$ cat src/dcache_params.svh
`ifndef DCACHE_PARAMS_SVH
`define DCACHE_PARAMS_SVH

// Byte address and data word
`define DCACHE_ADDR_BITS 16
`define DCACHE_WORD_BITS 32

// Cache geometry
`define DCACHE_WORDS 4
`define DCACHE_SETS 16

// Core transaction id
`define DCACHE_TID_BITS 4

// Address split into tag, set and line offset
`define DCACHE_OFFSET_BITS ($clog2(`DCACHE_WORDS * `DCACHE_WORD_BITS / 8))
`define DCACHE_SET_BITS ($clog2(`DCACHE_SETS))
`define DCACHE_TAG_BITS \
    (`DCACHE_ADDR_BITS - `DCACHE_OFFSET_BITS - `DCACHE_SET_BITS)

`endif

$ cat src/dcache_pkg.sv
`include "dcache_params.svh"

package dcache_pkg;

    typedef enum logic {
        DCACHE_LOAD  = 1'b0,
        DCACHE_STORE = 1'b1
    } dcache_op_e;

    typedef logic [`DCACHE_ADDR_BITS-1:0]                      dcache_addr_t;
    typedef logic [`DCACHE_WORD_BITS-1:0]                      dcache_data_t;
    typedef logic [`DCACHE_WORD_BITS/8-1:0]                    dcache_be_t;
    typedef logic [`DCACHE_TID_BITS-1:0]                       dcache_tid_t;
    typedef logic [`DCACHE_SET_BITS-1:0]                       dcache_set_t;
    typedef logic [`DCACHE_TAG_BITS-1:0]                       dcache_tag_t;
    typedef logic [$clog2(`DCACHE_WORDS)-1:0]                  dcache_word_t;
    typedef logic [`DCACHE_ADDR_BITS-`DCACHE_OFFSET_BITS-1:0] dcache_nline_t;

    typedef struct packed {
        dcache_op_e   op;
        dcache_addr_t addr;
        dcache_data_t wdata;
        dcache_be_t   be;
        dcache_tid_t  tid;
        logic         need_rsp;
    } dcache_req_t;

    typedef struct packed {
        dcache_data_t rdata;
        dcache_tid_t  tid;
    } dcache_rsp_t;

    typedef struct packed {
        logic        valid;
        dcache_tag_t tag;
    } dcache_dir_entry_t;

    typedef dcache_data_t [`DCACHE_WORDS-1:0] dcache_line_t;

    typedef struct packed {
        dcache_nline_t nline;
        dcache_tid_t   tid;
        dcache_word_t  word;
    } dcache_miss_t;

    // Refill line, plus the id and word of the load that waits for it
    typedef struct packed {
        dcache_nline_t nline;
        dcache_line_t  line;
        dcache_tid_t   tid;
        dcache_word_t  word;
    } dcache_refill_t;

    typedef struct packed {
        dcache_addr_t addr;
        dcache_data_t data;
        dcache_be_t   be;
    } dcache_wbuf_t;

    typedef struct packed {
        dcache_req_t  req;
        dcache_tag_t  tag;
        dcache_set_t  set;
        dcache_word_t word;
    } dcache_st1_t;

endpackage

$ cat src/dcache_ram.sv
`timescale 1ns/1ps

module dcache_ram #(
    parameter type         entry_t = logic,
    parameter int unsigned DEPTH   = 16,
    localparam int unsigned AW     = (DEPTH > 1) ? $clog2(DEPTH) : 1
) (
    input  logic          clk_i,

    input  logic          rd_en_i,
    input  logic [AW-1:0] rd_addr_i,
    output entry_t        rd_data_o,

    input  logic          wr_en_i,
    input  logic [AW-1:0] wr_addr_i,
    input  entry_t        wr_data_i
);

    entry_t mem [DEPTH];

    always_ff @(posedge clk_i) begin
        if (wr_en_i) begin
            mem[wr_addr_i] <= wr_data_i;
        end
    end

    // Write-first: a read of the address being written sees the new entry
    always_ff @(posedge clk_i) begin
        if (rd_en_i) begin
            if (wr_en_i && (wr_addr_i == rd_addr_i)) begin
                rd_data_o <= wr_data_i;
            end else begin
                rd_data_o <= mem[rd_addr_i];
            end
        end
    end

endmodule

$ cat src/dcache_req_arbiter.sv
`timescale 1ns/1ps
`include "dcache_params.svh"

module dcache_req_arbiter (
    input  logic                    clk_i,
    input  logic                    rst_ni,

    input  logic                    core_req_valid_i,
    input  dcache_pkg::dcache_req_t core_req_i,
    output logic                    core_req_ready_o,

    input  logic                    refill_valid_i,
    input  logic                    st1_hold_i,
    input  logic                    miss_busy_i,

    output logic                    rd_en_o,
    output dcache_pkg::dcache_set_t rd_set_o,

    output logic                    st1_valid_o,
    output dcache_pkg::dcache_st1_t st1_o
);

    import dcache_pkg::*;

    logic        init_q;
    logic        accept;
    logic        st1_valid_q;
    dcache_st1_t st1_q;

    // Ready rises one cycle after reset is released
    always_ff @(posedge clk_i or negedge rst_ni) begin
        if (!rst_ni) begin
            init_q <= 1'b0;
        end else begin
            init_q <= 1'b1;
        end
    end

    // Refill owns the array write port in its cycle
    assign core_req_ready_o = init_q & ~refill_valid_i & ~st1_hold_i & ~miss_busy_i;
    assign accept           = core_req_valid_i & core_req_ready_o;

    assign rd_en_o  = accept;
    assign rd_set_o = core_req_i.addr[`DCACHE_OFFSET_BITS +: `DCACHE_SET_BITS];

    always_ff @(posedge clk_i or negedge rst_ni) begin
        if (!rst_ni) begin
            st1_valid_q <= 1'b0;
        end else begin
            st1_valid_q <= accept | (st1_valid_q & st1_hold_i);
        end
    end

    always_ff @(posedge clk_i) begin
        if (accept) begin
            st1_q.req  <= core_req_i;
            st1_q.tag  <= core_req_i.addr[`DCACHE_ADDR_BITS-1 -: `DCACHE_TAG_BITS];
            st1_q.set  <= core_req_i.addr[`DCACHE_OFFSET_BITS +: `DCACHE_SET_BITS];
            st1_q.word <= core_req_i.addr[`DCACHE_OFFSET_BITS-1 -: $bits(dcache_word_t)];
        end
    end

    assign st1_valid_o = st1_valid_q;
    assign st1_o       = st1_q;

endmodule

$ cat src/dcache_lookup.sv
`timescale 1ns/1ps
`include "dcache_params.svh"

module dcache_lookup (
    input  logic                       clk_i,
    input  logic                       rst_ni,

    input  logic                       rd_en_i,
    input  dcache_pkg::dcache_set_t    rd_set_i,

    input  logic                       st1_valid_i,
    input  dcache_pkg::dcache_st1_t    st1_i,
    input  logic                       st1_hold_i,

    input  logic                       refill_valid_i,
    input  dcache_pkg::dcache_refill_t refill_i,

    output logic                       hit_o,
    output dcache_pkg::dcache_line_t   rd_line_o
);

    import dcache_pkg::*;

    logic [`DCACHE_SETS-1:0] valid_q;
    logic                    held_q;
    dcache_dir_entry_t       dir_rd;
    dcache_dir_entry_t       dir_wr;
    dcache_set_t             refill_set;
    logic                    store_wr;
    dcache_line_t            merged_line;
    logic                    data_wr_en;
    dcache_set_t             data_wr_set;
    dcache_line_t            data_wr_line;

    assign refill_set   = refill_i.nline[`DCACHE_SET_BITS-1:0];
    assign dir_wr.valid = 1'b1;
    assign dir_wr.tag   = refill_i.nline[`DCACHE_SET_BITS +: `DCACHE_TAG_BITS];

    dcache_ram #(
        .entry_t (dcache_dir_entry_t),
        .DEPTH   (`DCACHE_SETS)
    ) dir_ram_i (
        .clk_i,
        .rd_en_i   (rd_en_i),
        .rd_addr_i (rd_set_i),
        .rd_data_o (dir_rd),
        .wr_en_i   (refill_valid_i),
        .wr_addr_i (refill_set),
        .wr_data_i (dir_wr)
    );

    // Per-set valid bits, the only directory state cleared by reset
    always_ff @(posedge clk_i or negedge rst_ni) begin
        if (!rst_ni) begin
            valid_q <= '0;
            held_q  <= 1'b0;
        end else begin
            if (refill_valid_i) begin
                valid_q[refill_set] <= 1'b1;
            end
            held_q <= st1_hold_i;
        end
    end

    assign hit_o = st1_valid_i & valid_q[st1_i.set] & dir_rd.valid
                 & (dir_rd.tag == st1_i.tag);

    // Store bytes merged into the word of the line just read
    always_comb begin
        merged_line = rd_line_o;
        for (int b = 0; b < `DCACHE_WORD_BITS / 8; b++) begin
            if (st1_i.req.be[b]) begin
                merged_line[st1_i.word][8*b +: 8] = st1_i.req.wdata[8*b +: 8];
            end
        end
    end

    // Written once, on the first stage 1 cycle of a store hit
    assign store_wr = hit_o & (st1_i.req.op == DCACHE_STORE) & ~held_q;

    assign data_wr_en   = refill_valid_i | store_wr;
    assign data_wr_set  = refill_valid_i ? refill_set : st1_i.set;
    assign data_wr_line = refill_valid_i ? refill_i.line : merged_line;

    dcache_ram #(
        .entry_t (dcache_line_t),
        .DEPTH   (`DCACHE_SETS)
    ) data_ram_i (
        .clk_i,
        .rd_en_i   (rd_en_i),
        .rd_addr_i (rd_set_i),
        .rd_data_o (rd_line_o),
        .wr_en_i   (data_wr_en),
        .wr_addr_i (data_wr_set),
        .wr_data_i (data_wr_line)
    );

endmodule

$ cat src/dcache_rsp_miss.sv
`timescale 1ns/1ps
`include "dcache_params.svh"

module dcache_rsp_miss (
    input  logic                       clk_i,
    input  logic                       rst_ni,

    input  logic                       st1_valid_i,
    input  dcache_pkg::dcache_st1_t    st1_i,
    input  logic                       hit_i,
    input  dcache_pkg::dcache_line_t   rd_line_i,

    input  logic                       refill_valid_i,
    input  dcache_pkg::dcache_refill_t refill_i,

    output logic                       st1_hold_o,
    output logic                       miss_busy_o,

    output logic                       miss_valid_o,
    output dcache_pkg::dcache_miss_t   miss_o,
    input  logic                       miss_ready_i,

    output logic                       wbuf_write_o,
    output dcache_pkg::dcache_wbuf_t   wbuf_o,
    input  logic                       wbuf_ready_i,

    output logic                       core_rsp_valid_o,
    output dcache_pkg::dcache_rsp_t    core_rsp_o
);

    import dcache_pkg::*;

    logic         st1_load;
    logic         st1_store;
    logic         st1_miss;
    logic         miss_valid_q;
    logic         miss_busy_q;
    logic         miss_need_rsp_q;
    dcache_miss_t miss_q;
    logic         refill_rsp;
    logic         load_rsp;
    logic         store_rsp;

    assign st1_load  = st1_valid_i & (st1_i.req.op == DCACHE_LOAD);
    assign st1_store = st1_valid_i & (st1_i.req.op == DCACHE_STORE);
    assign st1_miss  = st1_load & ~hit_i;

    // Stage 2 miss register
    always_ff @(posedge clk_i or negedge rst_ni) begin
        if (!rst_ni) begin
            miss_valid_q <= 1'b0;
            miss_busy_q  <= 1'b0;
        end else if (st1_miss) begin
            miss_valid_q <= 1'b1;
            miss_busy_q  <= 1'b1;
        end else begin
            if (miss_valid_q && miss_ready_i) begin
                miss_valid_q <= 1'b0;
            end
            if (refill_valid_i) begin
                miss_busy_q <= 1'b0;
            end
        end
    end

    always_ff @(posedge clk_i) begin
        if (st1_miss) begin
            miss_q.nline    <= st1_i.req.addr[`DCACHE_ADDR_BITS-1:`DCACHE_OFFSET_BITS];
            miss_q.tid      <= st1_i.req.tid;
            miss_q.word     <= st1_i.word;
            miss_need_rsp_q <= st1_i.req.need_rsp;
        end
    end

    assign miss_valid_o = miss_valid_q;
    assign miss_o       = miss_q;
    // Also blocks the core during the miss cycle itself
    assign miss_busy_o  = miss_busy_q | st1_miss;

    // Write-through of every store
    assign wbuf_write_o = st1_store;
    assign wbuf_o.addr  = st1_i.req.addr;
    assign wbuf_o.data  = st1_i.req.wdata;
    assign wbuf_o.be    = st1_i.req.be;
    assign st1_hold_o   = st1_store & ~wbuf_ready_i;

    assign refill_rsp = refill_valid_i & miss_need_rsp_q;
    assign load_rsp   = st1_load & hit_i & st1_i.req.need_rsp;
    assign store_rsp  = st1_store & wbuf_ready_i & st1_i.req.need_rsp;

    assign core_rsp_valid_o = refill_rsp | load_rsp | store_rsp;

    always_comb begin
        if (refill_valid_i) begin
            core_rsp_o.rdata = refill_i.line[refill_i.word];
            core_rsp_o.tid   = refill_i.tid;
        end else if (st1_load) begin
            core_rsp_o.rdata = rd_line_i[st1_i.word];
            core_rsp_o.tid   = st1_i.req.tid;
        end else begin
            core_rsp_o.rdata = '0;
            core_rsp_o.tid   = st1_i.req.tid;
        end
    end

endmodule

$ cat src/dcache_ctrl_top.sv
`timescale 1ns/1ps

module dcache_ctrl_top (
    input  logic                       clk_i,
    input  logic                       rst_ni,

    input  logic                       core_req_valid_i,
    input  dcache_pkg::dcache_req_t    core_req_i,
    output logic                       core_req_ready_o,

    output logic                       core_rsp_valid_o,
    output dcache_pkg::dcache_rsp_t    core_rsp_o,

    output logic                       miss_valid_o,
    output dcache_pkg::dcache_miss_t   miss_o,
    input  logic                       miss_ready_i,

    input  logic                       refill_valid_i,
    input  dcache_pkg::dcache_refill_t refill_i,

    output logic                       wbuf_write_o,
    output dcache_pkg::dcache_wbuf_t   wbuf_o,
    input  logic                       wbuf_ready_i,

    output logic                       ctrl_empty_o
);

    import dcache_pkg::*;

    logic         st1_valid;
    dcache_st1_t  st1;
    logic         rd_en;
    dcache_set_t  rd_set;
    logic         hit;
    dcache_line_t rd_line;
    logic         st1_hold;
    logic         miss_busy;

    dcache_req_arbiter arbiter_i (
        .clk_i,
        .rst_ni,
        .core_req_valid_i,
        .core_req_i,
        .core_req_ready_o,
        .refill_valid_i,
        .st1_hold_i  (st1_hold),
        .miss_busy_i (miss_busy),
        .rd_en_o     (rd_en),
        .rd_set_o    (rd_set),
        .st1_valid_o (st1_valid),
        .st1_o       (st1)
    );

    dcache_lookup lookup_i (
        .clk_i,
        .rst_ni,
        .rd_en_i     (rd_en),
        .rd_set_i    (rd_set),
        .st1_valid_i (st1_valid),
        .st1_i       (st1),
        .st1_hold_i  (st1_hold),
        .refill_valid_i,
        .refill_i,
        .hit_o       (hit),
        .rd_line_o   (rd_line)
    );

    dcache_rsp_miss rsp_miss_i (
        .clk_i,
        .rst_ni,
        .st1_valid_i (st1_valid),
        .st1_i       (st1),
        .hit_i       (hit),
        .rd_line_i   (rd_line),
        .refill_valid_i,
        .refill_i,
        .st1_hold_o  (st1_hold),
        .miss_busy_o (miss_busy),
        .miss_valid_o,
        .miss_o,
        .miss_ready_i,
        .wbuf_write_o,
        .wbuf_o,
        .wbuf_ready_i,
        .core_rsp_valid_o,
        .core_rsp_o
    );

    assign ctrl_empty_o = ~(st1_valid | miss_busy);

endmodule

$ cat config.mk
export PLATFORM = sky130hd
export DESIGN_NAME = dcache_ctrl_top
export DESIGN_NICKNAME = d
export VERILOG_FILES = /design/src/dcache_pkg.sv /design/src/dcache_ram.sv /design/src/dcache_req_arbiter.sv /design/src/dcache_lookup.sv /design/src/dcache_rsp_miss.sv /design/src/dcache_ctrl_top.sv
export VERILOG_INCLUDE_DIRS = /design/src
export SDC_FILE = /design/constraint.sdc
export NUM_CORES = 2
export LEC_CHECK = 0
export BUFFER_PORTS_ARGS = -buffer_cell sky130_fd_sc_hd__buf_4
export CAP_MARGIN = 20
export CELL_PAD_IN_SITES_DETAIL_PLACEMENT = 1
export CELL_PAD_IN_SITES_GLOBAL_PLACEMENT = 2
export CORE_UTILIZATION = 44
export DETAILED_ROUTE_END_ITERATION = 8
export HOLD_SLACK_MARGIN = 0.12
export PLACE_DENSITY = 0.81
export SYNTH_ARGS = -nofsm -noshare
export SYNTH_HDL_FRONTEND = slang
export SYNTH_HIERARCHICAL = 1
export SYNTH_SLANG_ARGS = --single-unit
$ cat constraint.sdc
create_clock -name clk_i -period 11.55 [get_ports clk_i]
set_input_delay 0 -clock clk_i [delete_from_list [all_inputs] [get_ports clk_i]]
set_output_delay 0 -clock clk_i [all_outputs]
set_load 0.01 [all_outputs]
=== Word level (Yosys, flattened, before mapping) ===
Memory sizes are Yosys's and may differ from the RTL's. A register that Yosys moved wholly into a read port is not among the register bits.
Index checks and enable logic that the tools add are counted.

* Memories kept: 2
* RAM bits: 2,176
* Logic and storage cells: 106
* Register bits after elaboration: 113

* Equal/unequal tests: 2
* $lt $le $gt $ge: 6
* Bitwise operators: 34
* Multiplexer cells: 36
* Reductions and logical operators: 6

{| class="wikitable"
|+ Memories
! name !! words !! bits a word !! read ports !! clocked after Yosys merged registers in !! wr ports !! line !! text
|-
| lookup_i.data_ram_i.mem || 16 || 128 || 1 || 1 || 1 || dcache_ram.sv:19 || <nowiki>entry_t mem [DEPTH];</nowiki>
|-
| lookup_i.dir_ram_i.mem || 16 || 8 || 1 || 1 || 1 || dcache_ram.sv:19 ||
|}

{| class="wikitable"
|+ Operator list
! cell !! count
|-
| $mux W128 || 5
|-
| $bwmux W128 || 4
|-
| $demux W32 S2 || 4
|-
| $bmux W32 S2 || 2
|-
| $mux W32 || 3
|-
| $mux W36 || 2
|-
| $mux W24 || 1
|-
| $and A1 B1 Y1 || 19
|-
| $mux W16 || 1
|-
| $or A16 B16 Y16 || 1
|-
| $lt A4 B5 Y1 const B || 2
|-
| $mux W1 || 10
|-
| $eq A8 B8 Y1 || 1
|-
| $mux W8 || 1
|-
| $not A1 Y1 || 8
|-
| $lt A2 B3 Y1 const B || 2
|-
| $or A1 B1 Y1 || 6
|-
| $bmux W1 S4 || 1
|-
| $demux W1 S4 || 1
|-
| $eq A4 B4 Y1 || 1
|-
| $ge A4 B1 Y1 const B || 1
|-
| $logic_and A1 B1 Y1 || 4
|-
| $mux W4 || 1
|-
| $reduce_bool A2 Y1 || 2
|-
| $ge A2 B1 Y1 const B || 1
|}

=== Longest topological paths before layout ===
* Depth in word-level cells: 13
* Gate-level depth with buffers: 9

=== Hierarchy ===
The synthesis kept the hierarchy.

{| class="wikitable"
|+ By module, submodules not included
! module !! area an instance (um^2) !! times used !! cells an instance !! seq. area each (um^2)
|-
| dcache_ram (lookup_i.data_ram_i) || 81,983.6 || 1 || 3,418 || 65,342.7
|-
| dcache_ram (lookup_i.dir_ram_i) || 6,130.9 || 1 || 267 || 4,594.4
|-
| dcache_lookup || 3,579.7 || 1 || 516 || 425.4
|-
| dcache_rsp_miss || 3,430.8 || 1 || 345 || 620.6
|-
| dcache_req_arbiter || 1,961.9 || 1 || 85 || 1,791.7
|-
| dcache_ctrl_top || 3.8 || 1 || 1 || 0.0
|}

=== Worst setup path after synthesis ===
Ideal clock, no wire load.

* Path kind: register -> register
* Start: reg arbiter_i.st1_q, in the netlist arbiter_i/st1_o[2]
* End: mem lookup_i/data_ram_i/mem[0][0] in the netlist's numbering (enable)
* Cell stages (with the launch flop): 7
* Arrival: 10.408 ns
* Setup slack: 0.370 ns
* Cell sequence: edfxtp_1 > mux4_1 > mux2i_1 > mux2i_1 > a41o_1 > or3b_2 > nor3_1

* Longest elaborated chain between the ends: 10

{| class="wikitable"
|+ Ends and longest elaborated chain
! what !! line !! text
|-
| from (decl) || dcache_req_arbiter.sv:28 || <nowiki>dcache_st1_t st1_q;</nowiki>
|-
| $bmux W1 S4 || dcache_lookup.sv:65 || <nowiki>assign hit_o = st1_valid_i & valid_q[st1_i.set] & dir_rd.valid</nowiki>
|-
| $mux W1 (implied by the code) || dcache_lookup.sv:65 ||
|-
| $and A1 B1 Y1 (2 in a row) || dcache_lookup.sv:65 ||
|-
| $and A1 B1 Y1 || dcache_lookup.sv:66 || <nowiki>& (dir_rd.tag == st1_i.tag);</nowiki>
|-
| $and A1 B1 Y1 (2 in a row) || dcache_lookup.sv:79 || <nowiki>assign store_wr = hit_o & (st1_i.req.op == DCACHE_STORE) & ~held_q;</nowiki>
|-
| $or A1 B1 Y1 || dcache_lookup.sv:81 || <nowiki>assign data_wr_en = refill_valid_i | store_wr;</nowiki>
|-
| via lookup_i.data_wr_en || dcache_lookup.sv:31 || <nowiki>logic data_wr_en;</nowiki>
|-
| $mux W1 || dcache_ram.sv:22 || <nowiki>if (wr_en_i) begin</nowiki>
|-
| $mux W1 (implied by the code) || dcache_ram.sv:23 || <nowiki>mem[wr_addr_i] <= wr_data_i;</nowiki>
|-
| to (decl) || dcache_ram.sv:19 ||
|}

The timed path passes the listed nets, and every way through them passes these cells. The select of a mux whose other input is x is not followed.

=== Final worst setup path ===
* Start: reg arbiter_i.st1_q, in the netlist arbiter_i/st1_o[2]
* End: reg arbiter_i.st1_q, in the netlist arbiter_i/st1_o[38] (enable)

* Longest elaborated chain between the ends: 11

{| class="wikitable"
|+ Ends and longest elaborated chain
! what !! line !! text
|-
| $bmux W1 S4 || dcache_lookup.sv:65 ||
|-
| $mux W1 (implied by the code) || dcache_lookup.sv:65 ||
|-
| $and A1 B1 Y1 (2 in a row) || dcache_lookup.sv:65 ||
|-
| $and A1 B1 Y1 || dcache_lookup.sv:66 ||
|-
| via hit || dcache_ctrl_top.sv:34 || <nowiki>logic hit;</nowiki>
|-
| $not A1 Y1 || dcache_rsp_miss.sv:46 || <nowiki>assign st1_miss = st1_load & ~hit_i;</nowiki>
|-
| $and A1 B1 Y1 || dcache_rsp_miss.sv:46 ||
|-
| $or A1 B1 Y1 || dcache_rsp_miss.sv:78 || <nowiki>assign miss_busy_o = miss_busy_q | st1_miss;</nowiki>
|-
| via miss_busy || dcache_ctrl_top.sv:37 || <nowiki>logic miss_busy;</nowiki>
|-
| $not A1 Y1 || dcache_req_arbiter.sv:40 || <nowiki>assign core_req_ready_o = init_q & ~refill_valid_i & ~st1_hold_i & ~miss_busy_i;</nowiki>
|-
| $and A1 B1 Y1 || dcache_req_arbiter.sv:40 ||
|-
| $and A1 B1 Y1 || dcache_req_arbiter.sv:41 || <nowiki>assign accept = core_req_valid_i & core_req_ready_o;</nowiki>
|-
| via rd_en || dcache_ctrl_top.sv:32 || <nowiki>logic rd_en;</nowiki>
|}

The timed path passes the listed nets, and every way through them passes these cells. The select of a mux whose other input is x is not followed.
A chain may end at the register's enable or synchronous reset.

==> flow_summary.json <==
{
  "outcome": "completed",
  "initial_core_util": 0.4423,
  "worstPathArrival_ps": 5580,
  "pre_cts_slack_ps": 6634,
  "holdCritStartpoint": "refill_i[66]",
  "cp-startpoint": "arbiter_i/st1_o[2]$_DFFE_PP_",
  "via_count": 52201,
  "htree_levels": 5,
  "tns_ps": 0,
  "synth-compound-area-share": 0.03293,
  "numCtsBuffers": 274,
  "synth_ff_type": "edfxtp_1",
  "wl_mm": 286.0,
  "gp_routability_congestion": 0.7913,
  "synth_area_um2": 97090,
  "fp.dieW_um": 471.7,
  "synth_area_leader_cell": "edfxtp_1",
  "first_global_vias": 55422,
  "synth_fa_ha_area_frac": 0,
  "globalRouteOverflowTotal": 0,
  "cts_tree": "yes",
  "ctsHoldBuffers": 288,
  "drtIter0Drc": 6324,
  "hold_violations": 0,
  "cts_resized": 0,
  "fp.dieH_um": 471.7,
  "finalPower_w": 0.01955,
  "synth.top_cells.by_count": "edfxtp_1 (2,406), mux4_2 (523), mux2i_1 (310)",
  "clock-root-buffer": "clkbuf_16",
  "finClkSkew_ps": 85.07,
  "ys_seq_area_frac": 0.7496,
  "final_cell_count_no_fill": 8464,
  "via_per_inst": 6.167,
  "track_usage": 0.2558,
  "synth_top_family_by_area": "multiplexers",
  "maxCapViolations": 0,
  "avgSynthCellArea_um2": 20.96,
  "synth_edf_count": 2406,
  "ir_worst_vdd_mv": 0.1613,
  "synthTopCellsByArea": "edfxtp_1 (74%), mux4_2 (12%), mux2i_1 (3.2%), a22oi_1 (1.9%), mux2_2 (1.7%)",
  "drive_above_1_share": 0.2878,
  "end_kind": "flop",
  "dpl.cell_count": 7689,
  "clock_sinks": 2427,
  "hpwl_mm": 150.4,
  "setup_ws_ps": 6483,
  "p_per_area_nw_per_um2": 170.9,
  "min_path_type": "in2reg",
  "yosysUniqueCellTypes": 48,
  "period_share": 0.4387,
  "area_growth_pct": 17.81,
  "slew_headroom": 0.1515,
  "synthCells": 4632,
  "grt_pass1_wl_mm": 405.5,
  "core_um2": 219500,
  "critPathSlowestCell": "buf_4",
  "seq_area_um2": 72770,
  "boundaryPins": 321,
  "fillers": 19351,
  "clk_pin_slew_ps": 60,
  "portBuffers": 320,
  "period_needed_ps": 5067,
  "regToRegStartpoint": "arbiter_i/st1_o[2]$_DFFE_PP_",
  "worst-path-max-fanout": 106,
  "insertion_delay_ps": 950,
  "synthArstFlopShare": 0.008653,
  "fmax_mhz": 197.4,
  "final_max_slew_viol_count": 0,
  "path_class": "reg2reg",
  "drc_errors": 0,
  "max_stage_delay_ps": 920,
  "yosysWarnings": 6,
  "antenna_found_initial": 12,
  "yosys.area.top_type_share": 0.7441,
  "path_cells": "mux4_1 > mux2i_1 > mux2i_1 > and2_2 > or3b_2 > nand2_1 > nand2b_1 > nor2_4 > buf_4 > buf_12",
  "rsz0062_at_grt": "false",
  "worstMarginPinSlew_ps": 1273,
  "synth.most_common_cell": "edfxtp_1",
  "synthMuxAreaShare": 0.1779,
  "synthXorXnorAreaFrac": 0.001443,
  "startpoint_type": "flop",
  "holdPathStages": 5,
  "synth-seq-cells": 2427,
  "leakage_nw": 38.22,
  "firstDrtPassIters": 6,
  "wl_per_cell_um": 33.79,
  "reg2reg_depth": 10,
  "die_area_um2": 222500,
  "finalSetupViolCount": 0,
  "fp-row-count": 172,
  "grt_start_max_net_pins": 158,
  "crit_top_cell": "mux2i_1",
  "final_nets": 5604,
  "postCtsSetupBuffers": 0,
  "clk_path_buf_depth": 4,
  "multi_input_area_um2": 22570,
  "synth-simple-area-share": 0.01744,
  "cp_data_required_time_ps": 12060,
  "ant_nets": 0
}
through the flow:
stage,cell area [um^2],hold slack (ps),util
detailed placement,103100,-93.54,0.4696
CTS,114200,129.4,0.5202
finish,114400,192.1,0.5211
global route,114400,181.8,0.5210
global placement,103100,-106.5,0.4695
floorplan,97150,-295.6,-
cell type report:
cell class                      instances  area share
Tap cell                             2871     0.03141
Clock buffer                          333     0.06318
Antenna cell                           12   0.0002625
Multi-Input combinational cell       1877      0.1974
Sequential cell                      2427      0.6362
Timing Repair Buffer                  806     0.06253
Clock inverter                        130    0.008773
Inverter                                8   0.0002625
layout by cell type, fill, tap and decap left out, types with 21 or more instances in the layout:
| master | count |
|---|---|
| buf_4 | 479 |
| o22ai_1 | 34 |
| o21ai_0 | 123 |
| a22oi_1 | 240 |
| or2_1 | 31 |
| clkinv_2 | 29 |
| mux2_2 | 145 |
| clkinv_1 | 65 |
| mux2i_1 | 310 |
| o22ai_2 | 30 |
| edfxtp_1 | 2406 |
| buf_12 | 23 |
| mux4_1 | 29 |
| dlygate4sd3_1 | 291 |
| nand2_1 | 258 |
| dfrtp_1 | 21 |
| clkbuf_16 | 281 |
| mux4_2 | 523 |
| clkbuf_1 | 52 |
registers in the layout, summed over array words and instances (netlist names):
| name | flops |
|---|---|
| rsp_miss_i/miss_valid_o | 1 |
| lookup_i/held_q | 1 |
| arbiter_i/st1_o | 58 |
| rsp_miss_i/miss_o | 18 |
| lookup_i/valid_q | 16 |
| rsp_miss_i/miss_need_rsp_q | 1 |
| lookup_i/dir_ram_i/mem | 144 |
| lookup_i/data_ram_i/rd_data_o | 128 |
| rsp_miss_i/miss_busy_q | 1 |
| lookup_i/data_ram_i/mem | 2048 |
| arbiter_i/init_q | 1 |
| lookup_i/dir_ram_i/rd_data_o | 9 |
| arbiter_i/st1_valid_o | 1 |
worst paths after layout:
path,end,slack [ps]
hold reg to reg,rsp_miss_i/miss_need_rsp_q$_DFFE_PP_,450
hold / removal,lookup_i/data_ram_i/mem[9][60]$_DFFE_PP_,190
setup reg to reg,arbiter_i/st1_o[38]$_DFFE_PP_,6480
min in group asynchronous,rsp_miss_i/miss_valid_o$_DFFE_PN0P_,580
max in group asynchronous,lookup_i/valid_q[11]$_DFFE_PN0P_,10590
setup / recovery,arbiter_i/st1_o[38]$_DFFE_PP_,6480
critical path, delay by kind of cell (launching register included):
kind | cells | cell delay (ps)
multiplexers | 3 | 730
AND/OR/NAND/NOR | 5 | 1590
buffers and inverters | 2 | 1600
flip-flops | 1 | 550
metal layers:
layer  GRT usage  part of all wire  up-vias
met5           0                 0        -
met4      0.1107             0.044        0
met3     0.04346             0.084      545
met2      0.4151              0.49     2855
met1      0.3418              0.39    28052
li1            -                 -    20749
where the power goes:
part | switching [W] | leakage (nW) | internal [W]
Sequential | 0.0000659 | 22.1 | 0.00992
Clock | 0.00346 | 3.99 | 0.00475
Combinational | 0.000812 | 12.1 | 0.000549
Total | 0.00434 | 38.2 | 0.0152
logic make-up after synthesis:
family	count (synthesis)
DFF	2427
muxes	1007
AOI/OAI and AO/OA	454
and+or+nand+nor	382
buffers and inverters	344
xor gates and xnor gates	16
other	2
No activity file was read; power rests on OpenSTA's default activity.
